===== src/dma_target_pkg.sv =====
// Shared definitions of the DMA target: flit layout, header fields, sizes,
// data types and the state encodings of both FSMs

package dma_target_pkg;

  // Data types
  typedef logic [33:0] flit_t;
  typedef logic [31:0] word_t;
  typedef logic [31:0] addr_t;
  typedef logic [4:0]  tile_t;
  typedef logic [3:0]  pkt_id_t;
  typedef logic [3:0]  wcount_t;

  typedef enum logic [1:0] {
    PAYLOAD = 2'd0,
    HEADER  = 2'd1,
    LAST    = 2'd2,
    SINGLE  = 2'd3
  } flit_type_t;

  typedef enum logic [1:0] {
    L2R_REQ  = 2'd0,
    L2R_RESP = 2'd1,
    R2L_REQ  = 2'd2,
    R2L_RESP = 2'd3
  } pkt_type_t;

  //////////////////////////////
  // Flit layout
  //////////////////////////////

  // Flit type sits above the 32 content bits
  localparam int FLIT_TYPE_MSB    = 33;
  localparam int FLIT_TYPE_LSB    = 32;
  localparam int FLIT_CONTENT_MSB = 31;
  localparam int FLIT_CONTENT_LSB = 0;

  // Header fields inside the content
  localparam int DEST_MSB     = 31;
  localparam int DEST_LSB     = 27;
  localparam int CLASS_MSB    = 26;
  localparam int CLASS_LSB    = 24;
  localparam int SOURCE_MSB   = 23;
  localparam int SOURCE_LSB   = 19;
  localparam int ID_MSB       = 18;
  localparam int ID_LSB       = 15;
  localparam int PKT_TYPE_MSB = 14;
  localparam int PKT_TYPE_LSB = 13;
  localparam int LAST_BIT     = 12;
  localparam int SIZE_MSB     = 11;
  localparam int SIZE_LSB     = 0;

  localparam logic [2:0] CLASS_DMA = 3'd2;

  //////////////////////////////
  // Sizes
  //////////////////////////////

  localparam int NOC_PACKET_SIZE = 16;
  localparam int FLIT_BUF_DEPTH  = NOC_PACKET_SIZE;
  // Header and remote address take two flits of a response
  localparam int MAX_READ_WORDS  = NOC_PACKET_SIZE - 2;
  localparam int READ_FIFO_DEPTH = 3;

  // Request controller states
  typedef enum logic [2:0] {
    REQ_IDLE,
    REQ_L2R_ADDR,
    REQ_L2R_DATA,
    REQ_R2L_LADDR,
    REQ_R2L_RADDR,
    REQ_R2L_READ,
    REQ_DISCARD
  } req_state_e;

  // Response generator states
  typedef enum logic [2:0] {
    RSP_IDLE,
    RSP_ACK,
    RSP_HDR,
    RSP_RADDR,
    RSP_DATA
  } resp_state_e;

endpackage


===== src/dma_flit_buffer.sv =====
`timescale 1ns/1ns

// Flit FIFO between the NoC input and the request controller
// Holds a full packet so the NoC is not stalled by slow bus transfers

module dma_flit_buffer (
  input  logic                  clk,
  input  logic                  rst,
  input  dma_target_pkg::flit_t in_flit,
  input  logic                  in_valid,
  output logic                  in_ready,
  output dma_target_pkg::flit_t out_flit,
  output logic                  out_valid,
  input  logic                  out_ready
);
  import dma_target_pkg::*;

  // Flit storage
  flit_t mem [FLIT_BUF_DEPTH];

  logic [$clog2(FLIT_BUF_DEPTH)-1:0] wr_ptr;
  logic [$clog2(FLIT_BUF_DEPTH)-1:0] rd_ptr;
  // One extra bit so a full buffer can be told from an empty one
  logic [$clog2(FLIT_BUF_DEPTH):0]   count;

  logic wr_en;
  logic rd_en;

  assign in_ready  = (count != FLIT_BUF_DEPTH);
  assign out_valid = (count != 0);
  assign out_flit  = mem[rd_ptr];

  assign wr_en = in_valid & in_ready;
  assign rd_en = out_valid & out_ready;

  // Pointers and occupancy
  always_ff @(posedge clk) begin
    if (rst) begin
      wr_ptr <= '0;
      rd_ptr <= '0;
      count  <= '0;
    end else begin
      if (wr_en) begin
        wr_ptr <= (wr_ptr == FLIT_BUF_DEPTH - 1) ? '0 : wr_ptr + 1'b1;
      end
      if (rd_en) begin
        rd_ptr <= (rd_ptr == FLIT_BUF_DEPTH - 1) ? '0 : rd_ptr + 1'b1;
      end
      // Simultaneous read and write leaves the count as it is
      if (wr_en & ~rd_en) begin
        count <= count + 1'b1;
      end else if (rd_en & ~wr_en) begin
        count <= count - 1'b1;
      end
    end
  end

  always_ff @(posedge clk) begin
    if (wr_en) begin
      mem[wr_ptr] <= in_flit;
    end
  end

endmodule


===== src/dma_request_ctrl.sv =====
`timescale 1ns/1ns

// Decodes DMA request packets from the flit buffer, runs the local bus
// writes and reads and hands response commands to the response generator

module dma_request_ctrl (
  input  logic                    clk,
  input  logic                    rst,
  input  dma_target_pkg::flit_t   buf_flit,
  input  logic                    buf_valid,
  output logic                    buf_ready,
  output logic                    mem_sel,
  output logic                    mem_write,
  output dma_target_pkg::addr_t   mem_addr,
  output dma_target_pkg::word_t   mem_wdata,
  input  dma_target_pkg::word_t   mem_rdata,
  input  logic                    mem_ready,
  output logic                    push,
  output dma_target_pkg::word_t   push_data,
  input  logic                    full,
  output logic                    cmd_valid,
  input  logic                    cmd_ready,
  output logic                    cmd_read,
  output dma_target_pkg::tile_t   cmd_dest,
  output dma_target_pkg::pkt_id_t cmd_id,
  output dma_target_pkg::wcount_t cmd_words,
  output dma_target_pkg::addr_t   cmd_raddr
);
  import dma_target_pkg::*;

  req_state_e state;
  req_state_e state_nxt;

  // Fields latched from the request header
  tile_t   src_tile;
  pkt_id_t pkt_id;
  wcount_t words;
  logic    end_of_req;

  // Local word address, steps by 4 per completed transfer
  addr_t   addr;

  // Write stage between buffer and bus
  logic    wr_sel;
  word_t   wr_data;
  // LAST flit of the L2R packet already taken
  logic    last_taken;

  // Completed reads of the current R2L request
  wcount_t rd_cnt;

  logic [SIZE_MSB-SIZE_LSB:0] hdr_size;
  logic flit_last;
  logic take;
  logic wr_done;
  logic rd_done;

  assign hdr_size  = buf_flit[SIZE_MSB:SIZE_LSB];
  assign flit_last = (buf_flit[FLIT_TYPE_MSB:FLIT_TYPE_LSB] == LAST) |
                     (buf_flit[FLIT_TYPE_MSB:FLIT_TYPE_LSB] == SINGLE);
  assign take      = buf_valid & buf_ready;
  assign wr_done   = wr_sel & mem_ready;
  assign rd_done   = (state == REQ_R2L_READ) & mem_sel & mem_ready;

  //////////////////////////////
  // Bus and FIFO side
  //////////////////////////////

  // Reads stop as soon as the FIFO reports full
  assign mem_sel   = wr_sel | ((state == REQ_R2L_READ) & ~full);
  assign mem_write = wr_sel;
  assign mem_addr  = addr;
  assign mem_wdata = wr_data;

  assign push      = rd_done;
  assign push_data = mem_rdata;

  // Command fields, remote address straight from the R2L address flit
  assign cmd_read  = (state == REQ_R2L_RADDR);
  assign cmd_dest  = src_tile;
  assign cmd_id    = pkt_id;
  assign cmd_words = words;
  assign cmd_raddr = buf_flit[FLIT_CONTENT_MSB:FLIT_CONTENT_LSB];

  //////////////////////////////
  // FSM
  //////////////////////////////

  always_comb begin
    state_nxt = state;
    buf_ready = 1'b0;
    cmd_valid = 1'b0;
    case (state)
      REQ_IDLE: begin
        buf_ready = 1'b1;
        if (buf_valid) begin
          case (buf_flit[PKT_TYPE_MSB:PKT_TYPE_LSB])
            L2R_REQ: state_nxt = REQ_L2R_ADDR;
            R2L_REQ: state_nxt = REQ_R2L_LADDR;
            // Unknown type, a single-flit packet is gone already
            default: state_nxt = flit_last ? REQ_IDLE : REQ_DISCARD;
          endcase
        end
      end
      REQ_L2R_ADDR: begin
        buf_ready = 1'b1;
        if (buf_valid) begin
          state_nxt = REQ_L2R_DATA;
        end
      end
      REQ_L2R_DATA: begin
        // Next word may enter the write stage while the current one completes
        buf_ready = (~wr_sel | mem_ready) & ~last_taken;
        // All words written, acknowledge only if requested
        if (last_taken & ~wr_sel) begin
          cmd_valid = end_of_req;
          if (~end_of_req | cmd_ready) begin
            state_nxt = REQ_IDLE;
          end
        end
      end
      REQ_R2L_LADDR: begin
        buf_ready = 1'b1;
        if (buf_valid) begin
          state_nxt = REQ_R2L_RADDR;
        end
      end
      REQ_R2L_RADDR: begin
        // Read command goes out together with the remote address flit
        cmd_valid = buf_valid;
        buf_ready = cmd_ready;
        if (take) begin
          state_nxt = REQ_R2L_READ;
        end
      end
      REQ_R2L_READ: begin
        if (rd_done && rd_cnt == words - 4'd1) begin
          state_nxt = REQ_IDLE;
        end
      end
      REQ_DISCARD: begin
        buf_ready = 1'b1;
        if (buf_valid & flit_last) begin
          state_nxt = REQ_IDLE;
        end
      end
      default: state_nxt = REQ_IDLE;
    endcase
  end

  always_ff @(posedge clk) begin
    if (rst) begin
      state      <= REQ_IDLE;
      wr_sel     <= 1'b0;
      last_taken <= 1'b0;
      rd_cnt     <= '0;
    end else begin
      state <= state_nxt;
      if (state == REQ_L2R_DATA && take) begin
        wr_sel <= 1'b1;
      end else if (wr_done) begin
        wr_sel <= 1'b0;
      end
      // An address flit typed LAST means a write without payload
      if (take && (state == REQ_L2R_ADDR || state == REQ_L2R_DATA)) begin
        last_taken <= flit_last;
      end else if (state == REQ_IDLE) begin
        last_taken <= 1'b0;
      end
      if (state == REQ_R2L_RADDR) begin
        rd_cnt <= '0;
      end else if (rd_done) begin
        rd_cnt <= rd_cnt + 4'd1;
      end
    end
  end

  // Header fields, address and write data
  always_ff @(posedge clk) begin
    if (state == REQ_IDLE && buf_valid) begin
      src_tile   <= buf_flit[SOURCE_MSB:SOURCE_LSB];
      pkt_id     <= buf_flit[ID_MSB:ID_LSB];
      end_of_req <= buf_flit[LAST_BIT];
      // Word count kept within one response packet
      if (hdr_size == '0) begin
        words <= wcount_t'(1);
      end else if (hdr_size > MAX_READ_WORDS) begin
        words <= wcount_t'(MAX_READ_WORDS);
      end else begin
        words <= wcount_t'(hdr_size);
      end
    end
    if (take && (state == REQ_L2R_ADDR || state == REQ_R2L_LADDR)) begin
      addr <= buf_flit[FLIT_CONTENT_MSB:FLIT_CONTENT_LSB];
    end else if (wr_done || rd_done) begin
      addr <= addr + 32'd4;
    end
    if (state == REQ_L2R_DATA && take) begin
      wr_data <= buf_flit[FLIT_CONTENT_MSB:FLIT_CONTENT_LSB];
    end
  end

endmodule


===== src/dma_read_fifo.sv =====
`timescale 1ns/1ns

// Small read-data FIFO between the local bus reads and the NoC response
// Shift register with a one-hot occupancy marker, entry 0 is the head

module dma_read_fifo (
  input  logic                  clk,
  input  logic                  rst,
  input  logic                  push,
  input  dma_target_pkg::word_t push_data,
  output logic                  full,
  input  logic                  pop,
  output logic                  rd_valid,
  output dma_target_pkg::word_t rd_data
);
  import dma_target_pkg::*;

  word_t data [READ_FIFO_DEPTH];
  // Entries moved one step towards the head
  word_t shifted [READ_FIFO_DEPTH];

  // Marks the next write position, bit 0 set means empty
  logic [READ_FIFO_DEPTH:0] pos;

  // Both flags come from the register only, pop never reaches full
  assign rd_valid = ~pos[0];
  assign full     = pos[READ_FIFO_DEPTH];
  assign rd_data  = data[0];

  always_ff @(posedge clk) begin
    if (rst) begin
      pos <= (READ_FIFO_DEPTH + 1)'(1);
    end else if (push & ~pop) begin
      pos <= pos << 1;
    end else if (pop & ~push) begin
      pos <= pos >> 1;
    end
  end

  always_comb begin
    for (int i = 0; i < READ_FIFO_DEPTH - 1; i++) begin
      shifted[i] = data[i + 1];
    end
    shifted[READ_FIFO_DEPTH - 1] = data[READ_FIFO_DEPTH - 1];
  end

  // On a pop the write position moves down by one entry
  always_ff @(posedge clk) begin
    for (int i = 0; i < READ_FIFO_DEPTH; i++) begin
      if (push && (pop ? pos[i + 1] : pos[i])) begin
        data[i] <= push_data;
      end else if (pop) begin
        data[i] <= shifted[i];
      end
    end
  end

endmodule


===== src/dma_response_gen.sv =====
`timescale 1ns/1ns

// Builds the response packets of the DMA target, either a single-flit L2R
// acknowledgement or an R2L response fed from the read FIFO

module dma_response_gen #(
  parameter dma_target_pkg::tile_t tile_id = 5'd0
) (
  input  logic                    clk,
  input  logic                    rst,
  input  logic                    cmd_valid,
  output logic                    cmd_ready,
  input  logic                    cmd_read,
  input  dma_target_pkg::tile_t   cmd_dest,
  input  dma_target_pkg::pkt_id_t cmd_id,
  input  dma_target_pkg::wcount_t cmd_words,
  input  dma_target_pkg::addr_t   cmd_raddr,
  output logic                    pop,
  input  logic                    rd_valid,
  input  dma_target_pkg::word_t   rd_data,
  output dma_target_pkg::flit_t   noc_out_flit,
  output logic                    noc_out_valid,
  input  logic                    noc_out_ready
);
  import dma_target_pkg::*;

  resp_state_e state;

  // Latched command
  tile_t   dest;
  pkt_id_t id;
  wcount_t words;
  addr_t   raddr;

  // Data flits sent so far
  wcount_t cnt;
  logic    final_word;

  assign cmd_ready  = (state == RSP_IDLE);
  assign final_word = (cnt == words - 4'd1);

  //////////////////////////////
  // Flit assembly
  //////////////////////////////

  // Everything comes from registers, so a stalled flit holds still
  always_comb begin
    noc_out_flit  = '0;
    noc_out_valid = 1'b0;
    pop           = 1'b0;
    case (state)
      RSP_ACK: begin
        noc_out_valid                                = 1'b1;
        noc_out_flit[FLIT_TYPE_MSB:FLIT_TYPE_LSB]    = SINGLE;
        noc_out_flit[DEST_MSB:DEST_LSB]              = dest;
        noc_out_flit[CLASS_MSB:CLASS_LSB]            = CLASS_DMA;
        noc_out_flit[ID_MSB:ID_LSB]                  = id;
        noc_out_flit[PKT_TYPE_MSB:PKT_TYPE_LSB]      = L2R_RESP;
      end
      RSP_HDR: begin
        noc_out_valid                                = 1'b1;
        noc_out_flit[FLIT_TYPE_MSB:FLIT_TYPE_LSB]    = HEADER;
        noc_out_flit[DEST_MSB:DEST_LSB]              = dest;
        noc_out_flit[CLASS_MSB:CLASS_LSB]            = CLASS_DMA;
        noc_out_flit[SOURCE_MSB:SOURCE_LSB]          = tile_id;
        noc_out_flit[ID_MSB:ID_LSB]                  = id;
        noc_out_flit[PKT_TYPE_MSB:PKT_TYPE_LSB]      = R2L_RESP;
        // Whole response always fits one packet
        noc_out_flit[LAST_BIT]                       = 1'b1;
        noc_out_flit[SIZE_MSB:SIZE_LSB]              = 12'(words);
      end
      RSP_RADDR: begin
        noc_out_valid                                = 1'b1;
        noc_out_flit[FLIT_TYPE_MSB:FLIT_TYPE_LSB]    = PAYLOAD;
        noc_out_flit[FLIT_CONTENT_MSB:FLIT_CONTENT_LSB] = raddr;
      end
      RSP_DATA: begin
        noc_out_valid                                = rd_valid;
        noc_out_flit[FLIT_TYPE_MSB:FLIT_TYPE_LSB]    = final_word ? LAST : PAYLOAD;
        noc_out_flit[FLIT_CONTENT_MSB:FLIT_CONTENT_LSB] = rd_data;
        pop                                          = rd_valid & noc_out_ready;
      end
      default: ;
    endcase
  end

  //////////////////////////////
  // FSM
  //////////////////////////////

  always_ff @(posedge clk) begin
    if (rst) begin
      state <= RSP_IDLE;
      cnt   <= '0;
    end else begin
      case (state)
        RSP_IDLE: begin
          if (cmd_valid) begin
            state <= cmd_read ? RSP_HDR : RSP_ACK;
          end
        end
        RSP_ACK: begin
          if (noc_out_ready) begin
            state <= RSP_IDLE;
          end
        end
        RSP_HDR: begin
          if (noc_out_ready) begin
            state <= RSP_RADDR;
          end
        end
        RSP_RADDR: begin
          cnt <= '0;
          if (noc_out_ready) begin
            state <= RSP_DATA;
          end
        end
        RSP_DATA: begin
          if (pop) begin
            cnt <= cnt + 4'd1;
            if (final_word) begin
              state <= RSP_IDLE;
            end
          end
        end
        default: state <= RSP_IDLE;
      endcase
    end
  end

  // Command payload, taken on the handshake
  always_ff @(posedge clk) begin
    if (cmd_valid & cmd_ready) begin
      dest  <= cmd_dest;
      id    <= cmd_id;
      words <= cmd_words;
      raddr <= cmd_raddr;
    end
  end

endmodule


===== src/dma_target_top.sv =====
`timescale 1ns/1ns

// DMA target of a NoC tile: flit buffer, request controller, read FIFO and
// response generator between the NoC ports and the local memory bus

module dma_target_top #(
  parameter dma_target_pkg::tile_t tile_id = 5'd0
) (
  input  logic                  clk,
  input  logic                  rst,
  input  dma_target_pkg::flit_t noc_in_flit,
  input  logic                  noc_in_valid,
  output logic                  noc_in_ready,
  output dma_target_pkg::flit_t noc_out_flit,
  output logic                  noc_out_valid,
  input  logic                  noc_out_ready,
  output logic                  mem_sel,
  output logic                  mem_write,
  output dma_target_pkg::addr_t mem_addr,
  output dma_target_pkg::word_t mem_wdata,
  input  dma_target_pkg::word_t mem_rdata,
  input  logic                  mem_ready
);
  import dma_target_pkg::*;

  // Buffer to controller
  flit_t   buf_flit;
  logic    buf_valid;
  logic    buf_ready;

  // Controller to read FIFO
  logic    push;
  word_t   push_data;
  logic    full;

  // Read FIFO to response generator
  logic    pop;
  logic    rd_valid;
  word_t   rd_data;

  // Response commands
  logic    cmd_valid;
  logic    cmd_ready;
  logic    cmd_read;
  tile_t   cmd_dest;
  pkt_id_t cmd_id;
  wcount_t cmd_words;
  addr_t   cmd_raddr;

  dma_flit_buffer i_dma_flit_buffer (
    .clk       (clk),
    .rst       (rst),
    .in_flit   (noc_in_flit),
    .in_valid  (noc_in_valid),
    .in_ready  (noc_in_ready),
    .out_flit  (buf_flit),
    .out_valid (buf_valid),
    .out_ready (buf_ready)
  );

  dma_request_ctrl i_dma_request_ctrl (
    .clk       (clk),
    .rst       (rst),
    .buf_flit  (buf_flit),
    .buf_valid (buf_valid),
    .buf_ready (buf_ready),
    .mem_sel   (mem_sel),
    .mem_write (mem_write),
    .mem_addr  (mem_addr),
    .mem_wdata (mem_wdata),
    .mem_rdata (mem_rdata),
    .mem_ready (mem_ready),
    .push      (push),
    .push_data (push_data),
    .full      (full),
    .cmd_valid (cmd_valid),
    .cmd_ready (cmd_ready),
    .cmd_read  (cmd_read),
    .cmd_dest  (cmd_dest),
    .cmd_id    (cmd_id),
    .cmd_words (cmd_words),
    .cmd_raddr (cmd_raddr)
  );

  dma_read_fifo i_dma_read_fifo (
    .clk       (clk),
    .rst       (rst),
    .push      (push),
    .push_data (push_data),
    .full      (full),
    .pop       (pop),
    .rd_valid  (rd_valid),
    .rd_data   (rd_data)
  );

  dma_response_gen #(
    .tile_id (tile_id)
  ) i_dma_response_gen (
    .clk           (clk),
    .rst           (rst),
    .cmd_valid     (cmd_valid),
    .cmd_ready     (cmd_ready),
    .cmd_read      (cmd_read),
    .cmd_dest      (cmd_dest),
    .cmd_id        (cmd_id),
    .cmd_words     (cmd_words),
    .cmd_raddr     (cmd_raddr),
    .pop           (pop),
    .rd_valid      (rd_valid),
    .rd_data       (rd_data),
    .noc_out_flit  (noc_out_flit),
    .noc_out_valid (noc_out_valid),
    .noc_out_ready (noc_out_ready)
  );

endmodule


===== config.mk =====
export PLATFORM = sky130hd
export DESIGN_NAME = dma_target_top
export DESIGN_NICKNAME = d
export VERILOG_FILES = /design/src/dma_target_pkg.sv /design/src/dma_flit_buffer.sv /design/src/dma_request_ctrl.sv /design/src/dma_read_fifo.sv /design/src/dma_response_gen.sv /design/src/dma_target_top.sv
export SDC_FILE = /design/constraint.sdc
export NUM_CORES = 1
export LEC_CHECK = 0
export BUFFER_PORTS_ARGS = -buffer_cell sky130_fd_sc_hd__clkbuf_2
export CAP_MARGIN = 10
export CORE_UTILIZATION = 60
export CTS_CLUSTER_SIZE = 12
export DETAILED_ROUTE_END_ITERATION = 7
export PLACE_DENSITY = 0.76
export SYNTH_ARGS = -nofsm -noshare
export SYNTH_HDL_FRONTEND = slang
export SYNTH_SLANG_ARGS = --single-unit
export TNS_END_PERCENT = 20

===== constraint.sdc =====
create_clock -name clk -period 15 [get_ports clk]
set_input_delay 1.5 -clock clk [delete_from_list [all_inputs] [get_ports clk]]
set_output_delay 1.5 -clock clk [all_outputs]
set_load 0.005 [all_outputs]

==> results of run 1 <==
[registers in the layout (all words and copies together) (netlist names), 5 cells and up, named ones only]
register                      cells
i_dma_flit_buffer.count           5
i_dma_request_ctrl.mem_wdata     32
i_dma_response_gen.dest           5
i_dma_flit_buffer.mem           528
i_dma_read_fifo.data             96
i_dma_request_ctrl.mem_addr      32
i_dma_request_ctrl.cmd_dest       5
i_dma_response_gen.raddr         32
[worst max path at each step]
stage	from	endpoint	slack [ns]	cells after the start
2_1_floorplan	noc_in_valid	i_dma_flit_buffer.mem[3][0]$_DFFE_PP_	10.21	4
3_3_place_gp	mem_ready	i_dma_flit_buffer.count[4]$_SDFFE_PP0P_	10.80	14
3_5_place_dp	mem_ready	i_dma_flit_buffer.count[4]$_SDFFE_PP0P_	10.74	14
4_1_cts	i_dma_response_gen.state[2]$_SDFFE_PP0P_	noc_out_flit[4]	10.65	5
5_1_grt	i_dma_response_gen.state[2]$_SDFFE_PP0P_	noc_out_flit[10]	10.50	5
6_report	i_dma_response_gen.state[2]$_SDFFE_PP0P_	noc_out_flit[4]	10.68	5
[layout by cell type, fill, tap and decap left out, drive strengths merged, types with 2 or more instances in the layout]
| cell type | count |
|---|---|
| o211ai | 2 |
| nand2 | 81 |
| edfxtp | 747 |
| nor3 | 12 |
| xor2 | 33 |
| a21boi | 2 |
| dfxtp | 37 |
| and3 | 4 |
| or3 | 2 |
| clkinv | 11 |
| or2 | 5 |
| a211oi | 3 |
| mux4 | 161 |
| xnor2 | 18 |
| nor2b | 8 |
| nor3b | 2 |
| mux2 | 64 |
| mux2i | 20 |
| nand2b | 12 |
| or4 | 4 |
| nor4 | 10 |
| and2 | 6 |
| a22o | 19 |
| a221oi | 3 |
| ha | 16 |
| inv | 22 |
| nand4 | 10 |
| nand3 | 13 |
| nor2 | 89 |
| buf | 33 |
| and4 | 3 |
| clkbuf | 276 |
| nand3b | 4 |
| diode | 3 |
| a31oi | 3 |
| a22oi | 3 |
| a21oi | 58 |
| o21ai | 42 |
[power by group through the flow]
stage | logic (mW) | registers, mW | clock network (mW)
final | 1.14 | 2.74 | 1.76
after global routing | 1.24 | 2.76 | 1.86
after CTS | 1.15 | 2.74 | 1.78
after detailed placement | 1.13 | 2.79 | 0
after global placement | 1.11 | 2.78 | 0
after floorplan | 0.832 | 2.71 | 0
[routing by layer]
metal	wire, um	track usage (%)
met5	40	0
met4	1790	9.00
met3	6010	5.94
met2	34500	44.4
met1	26600	36.1
[worst max-delay path: cells and delay by family (launching register included)]
| kind | cells | cell delay (ns) |
|---|---|---|
| flops | 1 | 0.55 |
| simple gates | 2 | 1.04 |
| buf+inv | 2 | 0.44 |
| compound gates | 1 | 0.18 |
[logic make-up after synthesis]
logic type,synth area share (%)
flip-flops,74.9
AND/OR/NAND/NOR,4.04
multiplexers,14.7
AO/OA/AOI/OAI,2.79
buffers and inverters,1.35
XOR/XNOR,1.52
adder cells (fa/ha/maj),0.712
[area by class of cell]
| cell class | count | area, um2 |
|---|---|---|
| Sequential cell | 784 | 23200 |
| Fill cell | 3081 | 15500 |
| Multi-Input combinational cell | 723 | 7490 |
| Clock buffer | 105 | 2150 |
| Timing Repair Buffer | 204 | 1120 |
| Tap cell | 672 | 841 |
| Inverter | 20 | 75.1 |
| Clock inverter | 13 | 73.8 |
| Antenna cell | 3 | 7.51 |
[cells in the mapped netlist, drive strengths merged, types with 4 or more instances]
| cell | n | area [um2] |
|---|---|---|
| a21oi | 58 | 290 |
| nand2 | 81 | 304 |
| nor2b | 8 | 50.1 |
| edfxtp | 747 | 22400 |
| nand4 | 10 | 62.6 |
| clkbuf | 38 | 143 |
| o21ai | 42 | 210 |
| and2 | 6 | 38.8 |
| and3 | 4 | 25.0 |
| buf | 35 | 201 |
| or2 | 5 | 31.3 |
| mux2i | 20 | 200 |
| dfxtp | 37 | 741 |
| nor2 | 89 | 337 |
| nand3b | 4 | 30.0 |
| mux2 | 64 | 721 |
| nand3 | 13 | 65.1 |
| or4 | 4 | 30.0 |
| xor2 | 33 | 289 |
| xnor2 | 18 | 158 |
| nor3 | 12 | 60.1 |
| mux4 | 161 | 3630 |
| nor4 | 10 | 68.8 |
| ha | 16 | 200 |
| a22o | 19 | 166 |
| inv | 20 | 75.1 |
| nand2b | 12 | 75.1 |
==> results, run 1 <==
- For this run, design rule violations remaining after detail routing come to 0.
- The starting density of the core is 61.3%.
- The sequential-to-total area share from yosys stat is 74.9%.
- STA classifies the critical path startpoint as a flop.
- Counting I/O delays and the setup requirement, the final critical path takes 4.32 ns.
- Cells fill 69.2% of the core in the end.
- The part of the power in the clock network is 31.2%.
- The sort of element at the end of the critical path is an output port.
- The count of instances resized after the clock tree is built is 0.
- The worst register-to-register path has a setup slack of 11.24 ns.
- The number of warnings issued by yosys is 0.
- TritonCTS built the clock tree.
- The clock-pin slew on the worst setup and hold paths is 0.06 ns.
- The maximum number of pins on one net before global-route repair is 102.
- The beginning of the worst hold path is i_dma_request_ctrl.cmd_id[0]$_DFFE_PP_.
- The signal on the critical path passes through nand2b_1, nor2_1, buf_4, a22o_1, clkbuf_2.
- Cells with a size suffix above 1 make up 26.6% of the layout.
- The floorplan step defined a die boundary enclosing 0.0525 mm2.
- Hold is met by 0.419 ns.
- The total count of hold-check failures in the final report is 0.
- The final critical path takes up 28.8% of the cycle.
- Synthesis produced a netlist with a net count of 1688.
- The root buffer cell is sky130_fd_sc_hd__clkbuf_16.
- The detailed placement HPWL is 39.2 mm.
- The maximum vdd ir drop is 0.0000995 V.
- The cell count after synthesis came out at 1600.
- In this run the critical register-to-register path is captured at i_dma_request_ctrl.state[0]$_SDFFE_PP0P_.
- The maximum level of the CTS H-tree is 3.
- Using the TritonRoute via totals, the vias-per-cell ratio works out to 6.34.
- The worst clock skew on the final layout is 0.0159 ns.
- Each instance of the synthesized netlist takes up on average 19.3 um2.
- In this run the remaining antenna-violating nets after routing total 0.
- In this run, placement finished with an instance count of 2403.
- The number of clock buffers added by TritonCTS is 78.
- For this block, the initial DRC count from the detailed router was 1461.
- The power density of the placed cells is 161 mW/mm2.
- The later pin in the worst-skew pair is clocked with a latency of 0.61 ns.
- The placeable core area is 0.0505 mm2.
- The proportion of total power due to net switching is 27.0%.
- The run finished with clean final reports.
- The internal power of the cells totals 4.12 mW.
- The worst min-delay path class is reg -> reg.
- Of all nets on the critical path, the largest fanout is 22.
- The largest single stage delay on the critical path is 0.63 ns.
- The initial antenna violation count is 5.
- After synthesis, the share of flip-flops with an asynchronous set or reset is 0%.
- The number of different library cells used by synthesis comes to 56.
- The synthesized design contains 747 enable-type register cells.
- The die is 229 um wide.
- The final wirelength is 68.9 mm.
- The path with the worst hold slack has its endpoint at i_dma_response_gen.id[0]$_DFFE_PP_.
- The fmax is 0.232 GHz.
- The non-filler instance count after layout is 2524.
- Adding up every negative setup slack in the final design gives 0 ns.
- In this run, flip-flops and latches consume 48.6% of the power.
- In the final routed layout, each cell accounts on average for 27.3 um.
- Headroom to the max-slew limit came out at 20.5%.
- The overall overflow remaining after global route is 0.
- The number of pins with negative max-slew slack in the final report was 0.
- Global routing used 27.0% of the available tracks across all layers.
- For the pin with the worst max-slew slack, the measured transition is 1.18 ns.
- The number of flip-flops and latches in the synthesized netlist is 784.
- Counting cells, the worst reg-to-reg path comes to 7.
- The cell type of the slowest stage on the worst timing path is sky130_fd_sc_hd__nor2_1.
- During I/O placement, the number of pins put on the boundary was 173.
- The maximum root-to-sink buffer count is 3.
- The area of all placed cells without fillers is 0.0349 mm2.
- The static leakage power is 11.3 nW.
- Setup repair after global routing left no endpoint under its margin.
- The main flop type after synthesis is sky130_fd_sc_hd__edfxtp_1.
- The reported max-cap violation count is 0.
- Setup violations remaining at the end of the flow were counted as 0.
- At the end of the flow, the number of nets in the layout was 1899.
- Compared with the post-synthesis result, the final layout area differs by 12.9%.
- The buffers inserted during post-CTS setup optimization is 0.
- The synthesized netlist occupies a cell area of 0.0309 mm2.
- The overall power is 5.64 mW.
- Along the worst hold path, the cell count comes to 0.
- The clock drives 784 sinks.
- The die is 229 um tall.
- The number of global-route vias before repair was 16500.
- Before CTS, the worst setup slack after placement is 10.74 ns.
- The wire length of the first global-routing pass is 104 mm.
- The total via count in the routed design is 16000.
- The area of placed instances is 0.0327 mm2.
- In this run the tool buffered the top-level ports with 171 buffer cells.
- The endpoint arrival time on the critical path is 2.82 ns.
- The worst setup path category is reg -> out.
- The iteration count of the initial detailed-routing pass is 7.
- The number of placement rows is 82.
- The analysis attributes to net switching a power of 1.52 mW.
- The fraction of power consumed by combinational cells is 20.3%.
- Once routing completed, OpenROAD measured the worst setup slack at 10.68 ns.
- The required time at the endpoint of the critical path is 13.50 ns.
- At the end of routability-driven placement, the weighted congestion stood at 0.809.
- The number of buffers inserted by hold repair at cts is 0.
(Power assumes the default switching activity.)
==> run 2: changes to the inputs <==
Settings changed: ABC_AREA from default to 1, CORE_UTILIZATION 60 to 55, PLACE_DENSITY 0.76 to 0.73.
Clock period 15 ns to 3.75 ns, I/O delays scaled along.
==> run 2 against run 1 <==
Effect of this change:
- setup slack worse by 10 ns
- non-clock buffer count grew 44
- synthesized cell count is 54% higher
- critical path depth grew 2
- clock power rose to 4.0 times the previous value
- routed wire length increased by 13%
- largest cell class unchanged
==> results, run 2 <==
- The number of pins with negative max-slew slack in the final report is 0.
- From synthesis to final layout, the design area changed by 13.6%.
- STA classifies the critical path endpoint as an output port.
- The fmax is 0.312 GHz.
- Measured along the y axis, the die boundary spans 243 um.
- Ranked by total cell area, the synthesized netlist is headed by sky130_fd_sc_hd__edfxtp_1 70%, sky130_fd_sc_hd__nor2_1 4.6%, sky130_fd_sc_hd__o21ai_0 4.3%.
- The most common cell after layout, fill and taps aside is sky130_fd_sc_hd__edfxtp_1.
- The final weighted congestion in routability-driven placement is 0.882.
- The most used flip-flop cell after synthesis is sky130_fd_sc_hd__edfxtp_1.
- IR analysis of the VDD net gives a maximum drop of 0.000646 V.
- The run finished with clean final reports.
- The average instance area after synthesis is 12.9 um2.
- The register with the most flip-flops in the layout has 528 of them.
- The floorplan step set the die width to 243 um.
- For this run, the register share of the synthesized area comes to 72.6%.
- The detailed placement HPWL is 44.7 mm.
- The number of clock sinks is 784.
- In the final timing run, aggregate negative setup slack is 0 ns.
- Counting tap cells, the placed design contains a total of 3306 instances.
- The final layout contains 2751 nets.
- Global routing used 26.4% of the available tracks across all layers.
- The total via count in the routed design is 20800.
- The total count of hold-check failures in the final report is 0.
- The number of I/O port buffers is 171.
- Setup violations remaining at the end of the flow were counted as 0.
- In the layout the commonest cells are 747 x sky130_fd_sc_hd__edfxtp_1, 377 x sky130_fd_sc_hd__nor2_1, 284 x sky130_fd_sc_hd__nand2_1, 277 x sky130_fd_sc_hd__o21ai_0, 171 x sky130_fd_sc_hd__clkbuf_2.
- The biggest area contributor in the post-synthesis netlist is sky130_fd_sc_hd__edfxtp_1.
- The largest registers in the layout are i_dma_flit_buffer.mem (528), i_dma_read_fifo.data (96).
- The clock latency of the later-clocked register in the worst-skew pair is 0.62 ns.
- The beginning of the worst hold path is mem_ready.
- 173 I/O pins were placed.
- Using the TritonRoute via totals, the vias-per-cell ratio works out to 6.01.
- The endpoint arrival time on the critical path is 2.83 ns.
- The highest fanout seen on the critical path is 14.
- The analysis attributes to cell leakage a power of 12.6 nW.
- The iteration count of the initial detailed-routing pass is 8.
- The worst pin sits at a relative slew slack of 14.6%.
- Counting flops with a built-in enable in the synthesized netlist gives 747.
- In this run the worst setup path begins at i_dma_response_gen.state[1]$_SDFFE_PP0P_.
- The detailed router's first-iteration violation count is 2391.
- The worst setup path is of the reg -> out kind.
- Counting the fill cells in the layout gives 4060.
- Dividing total power by cell area gives a power density of 670 mW/mm2.
- Summed over all layers, the routed wires come to 78.0 mm.
- The fraction of synthesis flops using an asynchronous set or reset pin is 0%.
- The clock tree from TritonCTS is built.
- Counting along the longest clock path gives a buffer depth of 3.
- The share of cells above drive strength 1 is 14.4%.
- For the pin with the worst max-slew slack, the measured transition is 1.28 ns.
- Clock skew on the completed layout was measured at 0.0248 ns.
- The area of all sequential standard cells is 0.0232 mm2.
- After synthesis, the netlist uses 48 different library cells.
- The number of instances in the synthesized netlist is 2465.
- The routed wirelength normalized by instance count is 22.5 um.
- The overall overflow remaining after global route is 0.
- The placeable core area is 0.0568 mm2.
- The nature of the critical path startpoint is a flop.
- The clock-pin slew on the worst setup and hold paths is 0.06 ns.
- In the routed design, unresolved DRC markers number 0.
- The largest register by flop count is i_dma_flit_buffer.mem.
- The required time at the endpoint of the critical path is 3.38 ns.
- The root buffer cell is sky130_fd_sc_hd__clkbuf_16.
- The maximum level of the CTS H-tree is 3.
- The number of buffers created by CTS is 79.
- Once the floorplan was initialized, standard cells occupied 56.1% of the core.
- Summing all multi-input logic gate instances after layout gives 0.00774 mm2.
- Setup repair after global routing left no endpoint under its margin.
- The commonest cells after synthesis are 747 x sky130_fd_sc_hd__edfxtp_1, 394 x sky130_fd_sc_hd__nor2_1, 284 x sky130_fd_sc_hd__nand2_1.
- The die covers 0.0590 mm2.
- Subtracting the final worst setup slack from the clock period gives 3.21 ns.
- The cell with the most instances after synthesis is sky130_fd_sc_hd__edfxtp_1.
- The path class of the tightest hold or removal check is in -> reg.
- The number of warnings issued by yosys is 0.
- The post-route antenna net violation count is 0.
- The number of placement rows is 87.
- The final clock period utilization by the worst path is 85.5%.
- After the flow finishes, the layout carries non-filler instances totaling 3464.
- The first global-routing pass estimated 118 mm of wire.
- The number of nets produced by synthesis is 2553.
- The number of global-route vias before repair was 20300.
- Across the run, the number of max-cap violations was 0.
- The synthesized netlist occupies a cell area of 0.0319 mm2.
- The initial antenna violation count was 6.
- The synthesized design contains 784 register bits.
- Entering global routing, the biggest net connects 271 pins.
- The area share of the largest cell type after synthesis is 70.3%.
==> run 2: kinds of logic (layout without fill, tap and decap cells) <==
group                    after synthesis  in the layout  share of synthesized area, %
flip-flops                           784            784                          72.6
buffers and inverters                241            478                          3.54
XOR/XNOR                              31             31                         0.851
AO/OA/AOI/OAI                        485            485                          9.17
other                                  0              6                             0
adder cells (fa/ha/maj)               17             17                         0.690
AND/OR/NAND/NOR                      843            843                          10.8
multiplexers                          64             64                          2.26
==> run 2: repair_timing <==
action	4_1_cts	5_1_grt
resized for setup	0	0
hold endpoints to repair	32	0
setup buffers	0	0
hold buffers	32	0
==> run 2: final cells by class <==
cell class,instances,share of cell area (%)
Sequential cell,784,64.0
Multi-Input combinational cell,1440,21.4
Clock buffer,102,5.86
Timing Repair Buffer,248,4.63
Tap cell,756,2.61
Inverter,110,1.16
Clock inverter,18,0.352
Antenna cell,6,0.0414
==> run 2: worst paths after layout <==
kind | to | slack [ns] | depth (start not counted)
min | i_dma_request_ctrl.mem_write$_SDFFE_PP0P_ | 0.13 | 4
max reg2reg | i_dma_request_ctrl.cmd_words[0]$_SDFFCE_PN1P_ | 0.74 | 10
max | noc_out_valid | 0.54 | 7
min reg2reg | i_dma_response_gen.id[1]$_DFFE_PP_ | 0.42 | 0
==> run 2: report_power, final <==
group          switching, mW  leakage, nW  internal (mW)
Combinational           4.43         4.46           1.78
Clock                   3.07         1.10           4.01
Sequential             0.402         7.05           10.6
Total                   7.90         12.6           16.4
==> run 2: worst max-delay path, stage by stage (launching register included) <==
cell and delay, ns:
sky130_fd_sc_hd__dfxtp_1 0.44, sky130_fd_sc_hd__inv_1 0.14, sky130_fd_sc_hd__nor2_1 0.39, sky130_fd_sc_hd__inv_1 0.22, sky130_fd_sc_hd__nand2_1 0.56, sky130_fd_sc_hd__nor2_1 0.07, sky130_fd_sc_hd__o21ai_0 0.19, sky130_fd_sc_hd__clkbuf_2 0.21
==> run 2: per-layer routing <==
metal	global-route usage [%]	wire, um	up-vias
met5	0	0	-
met4	11.2	2650	0
met3	5.01	7000	180
met2	42.7	37600	1074
met1	35.1	30800	10200
li1	-	-	9358
==> run 2: per-stage QoR <==
step                instance area (um2)  setup slack [ns]  util [%]  hold WS [ns]  power, mW
finish                            36200             0.542      63.8         0.128       24.3
floorplan                         31900             0.581         -         0.400       15.0
global route                      36200             0.374      63.8         0.143       25.3
CTS                               36200             0.529      63.7         0.119       24.3
detailed placement                33600             0.836      59.2         0.409       17.2
global placement                  33600             0.877      59.2         0.401       17.0
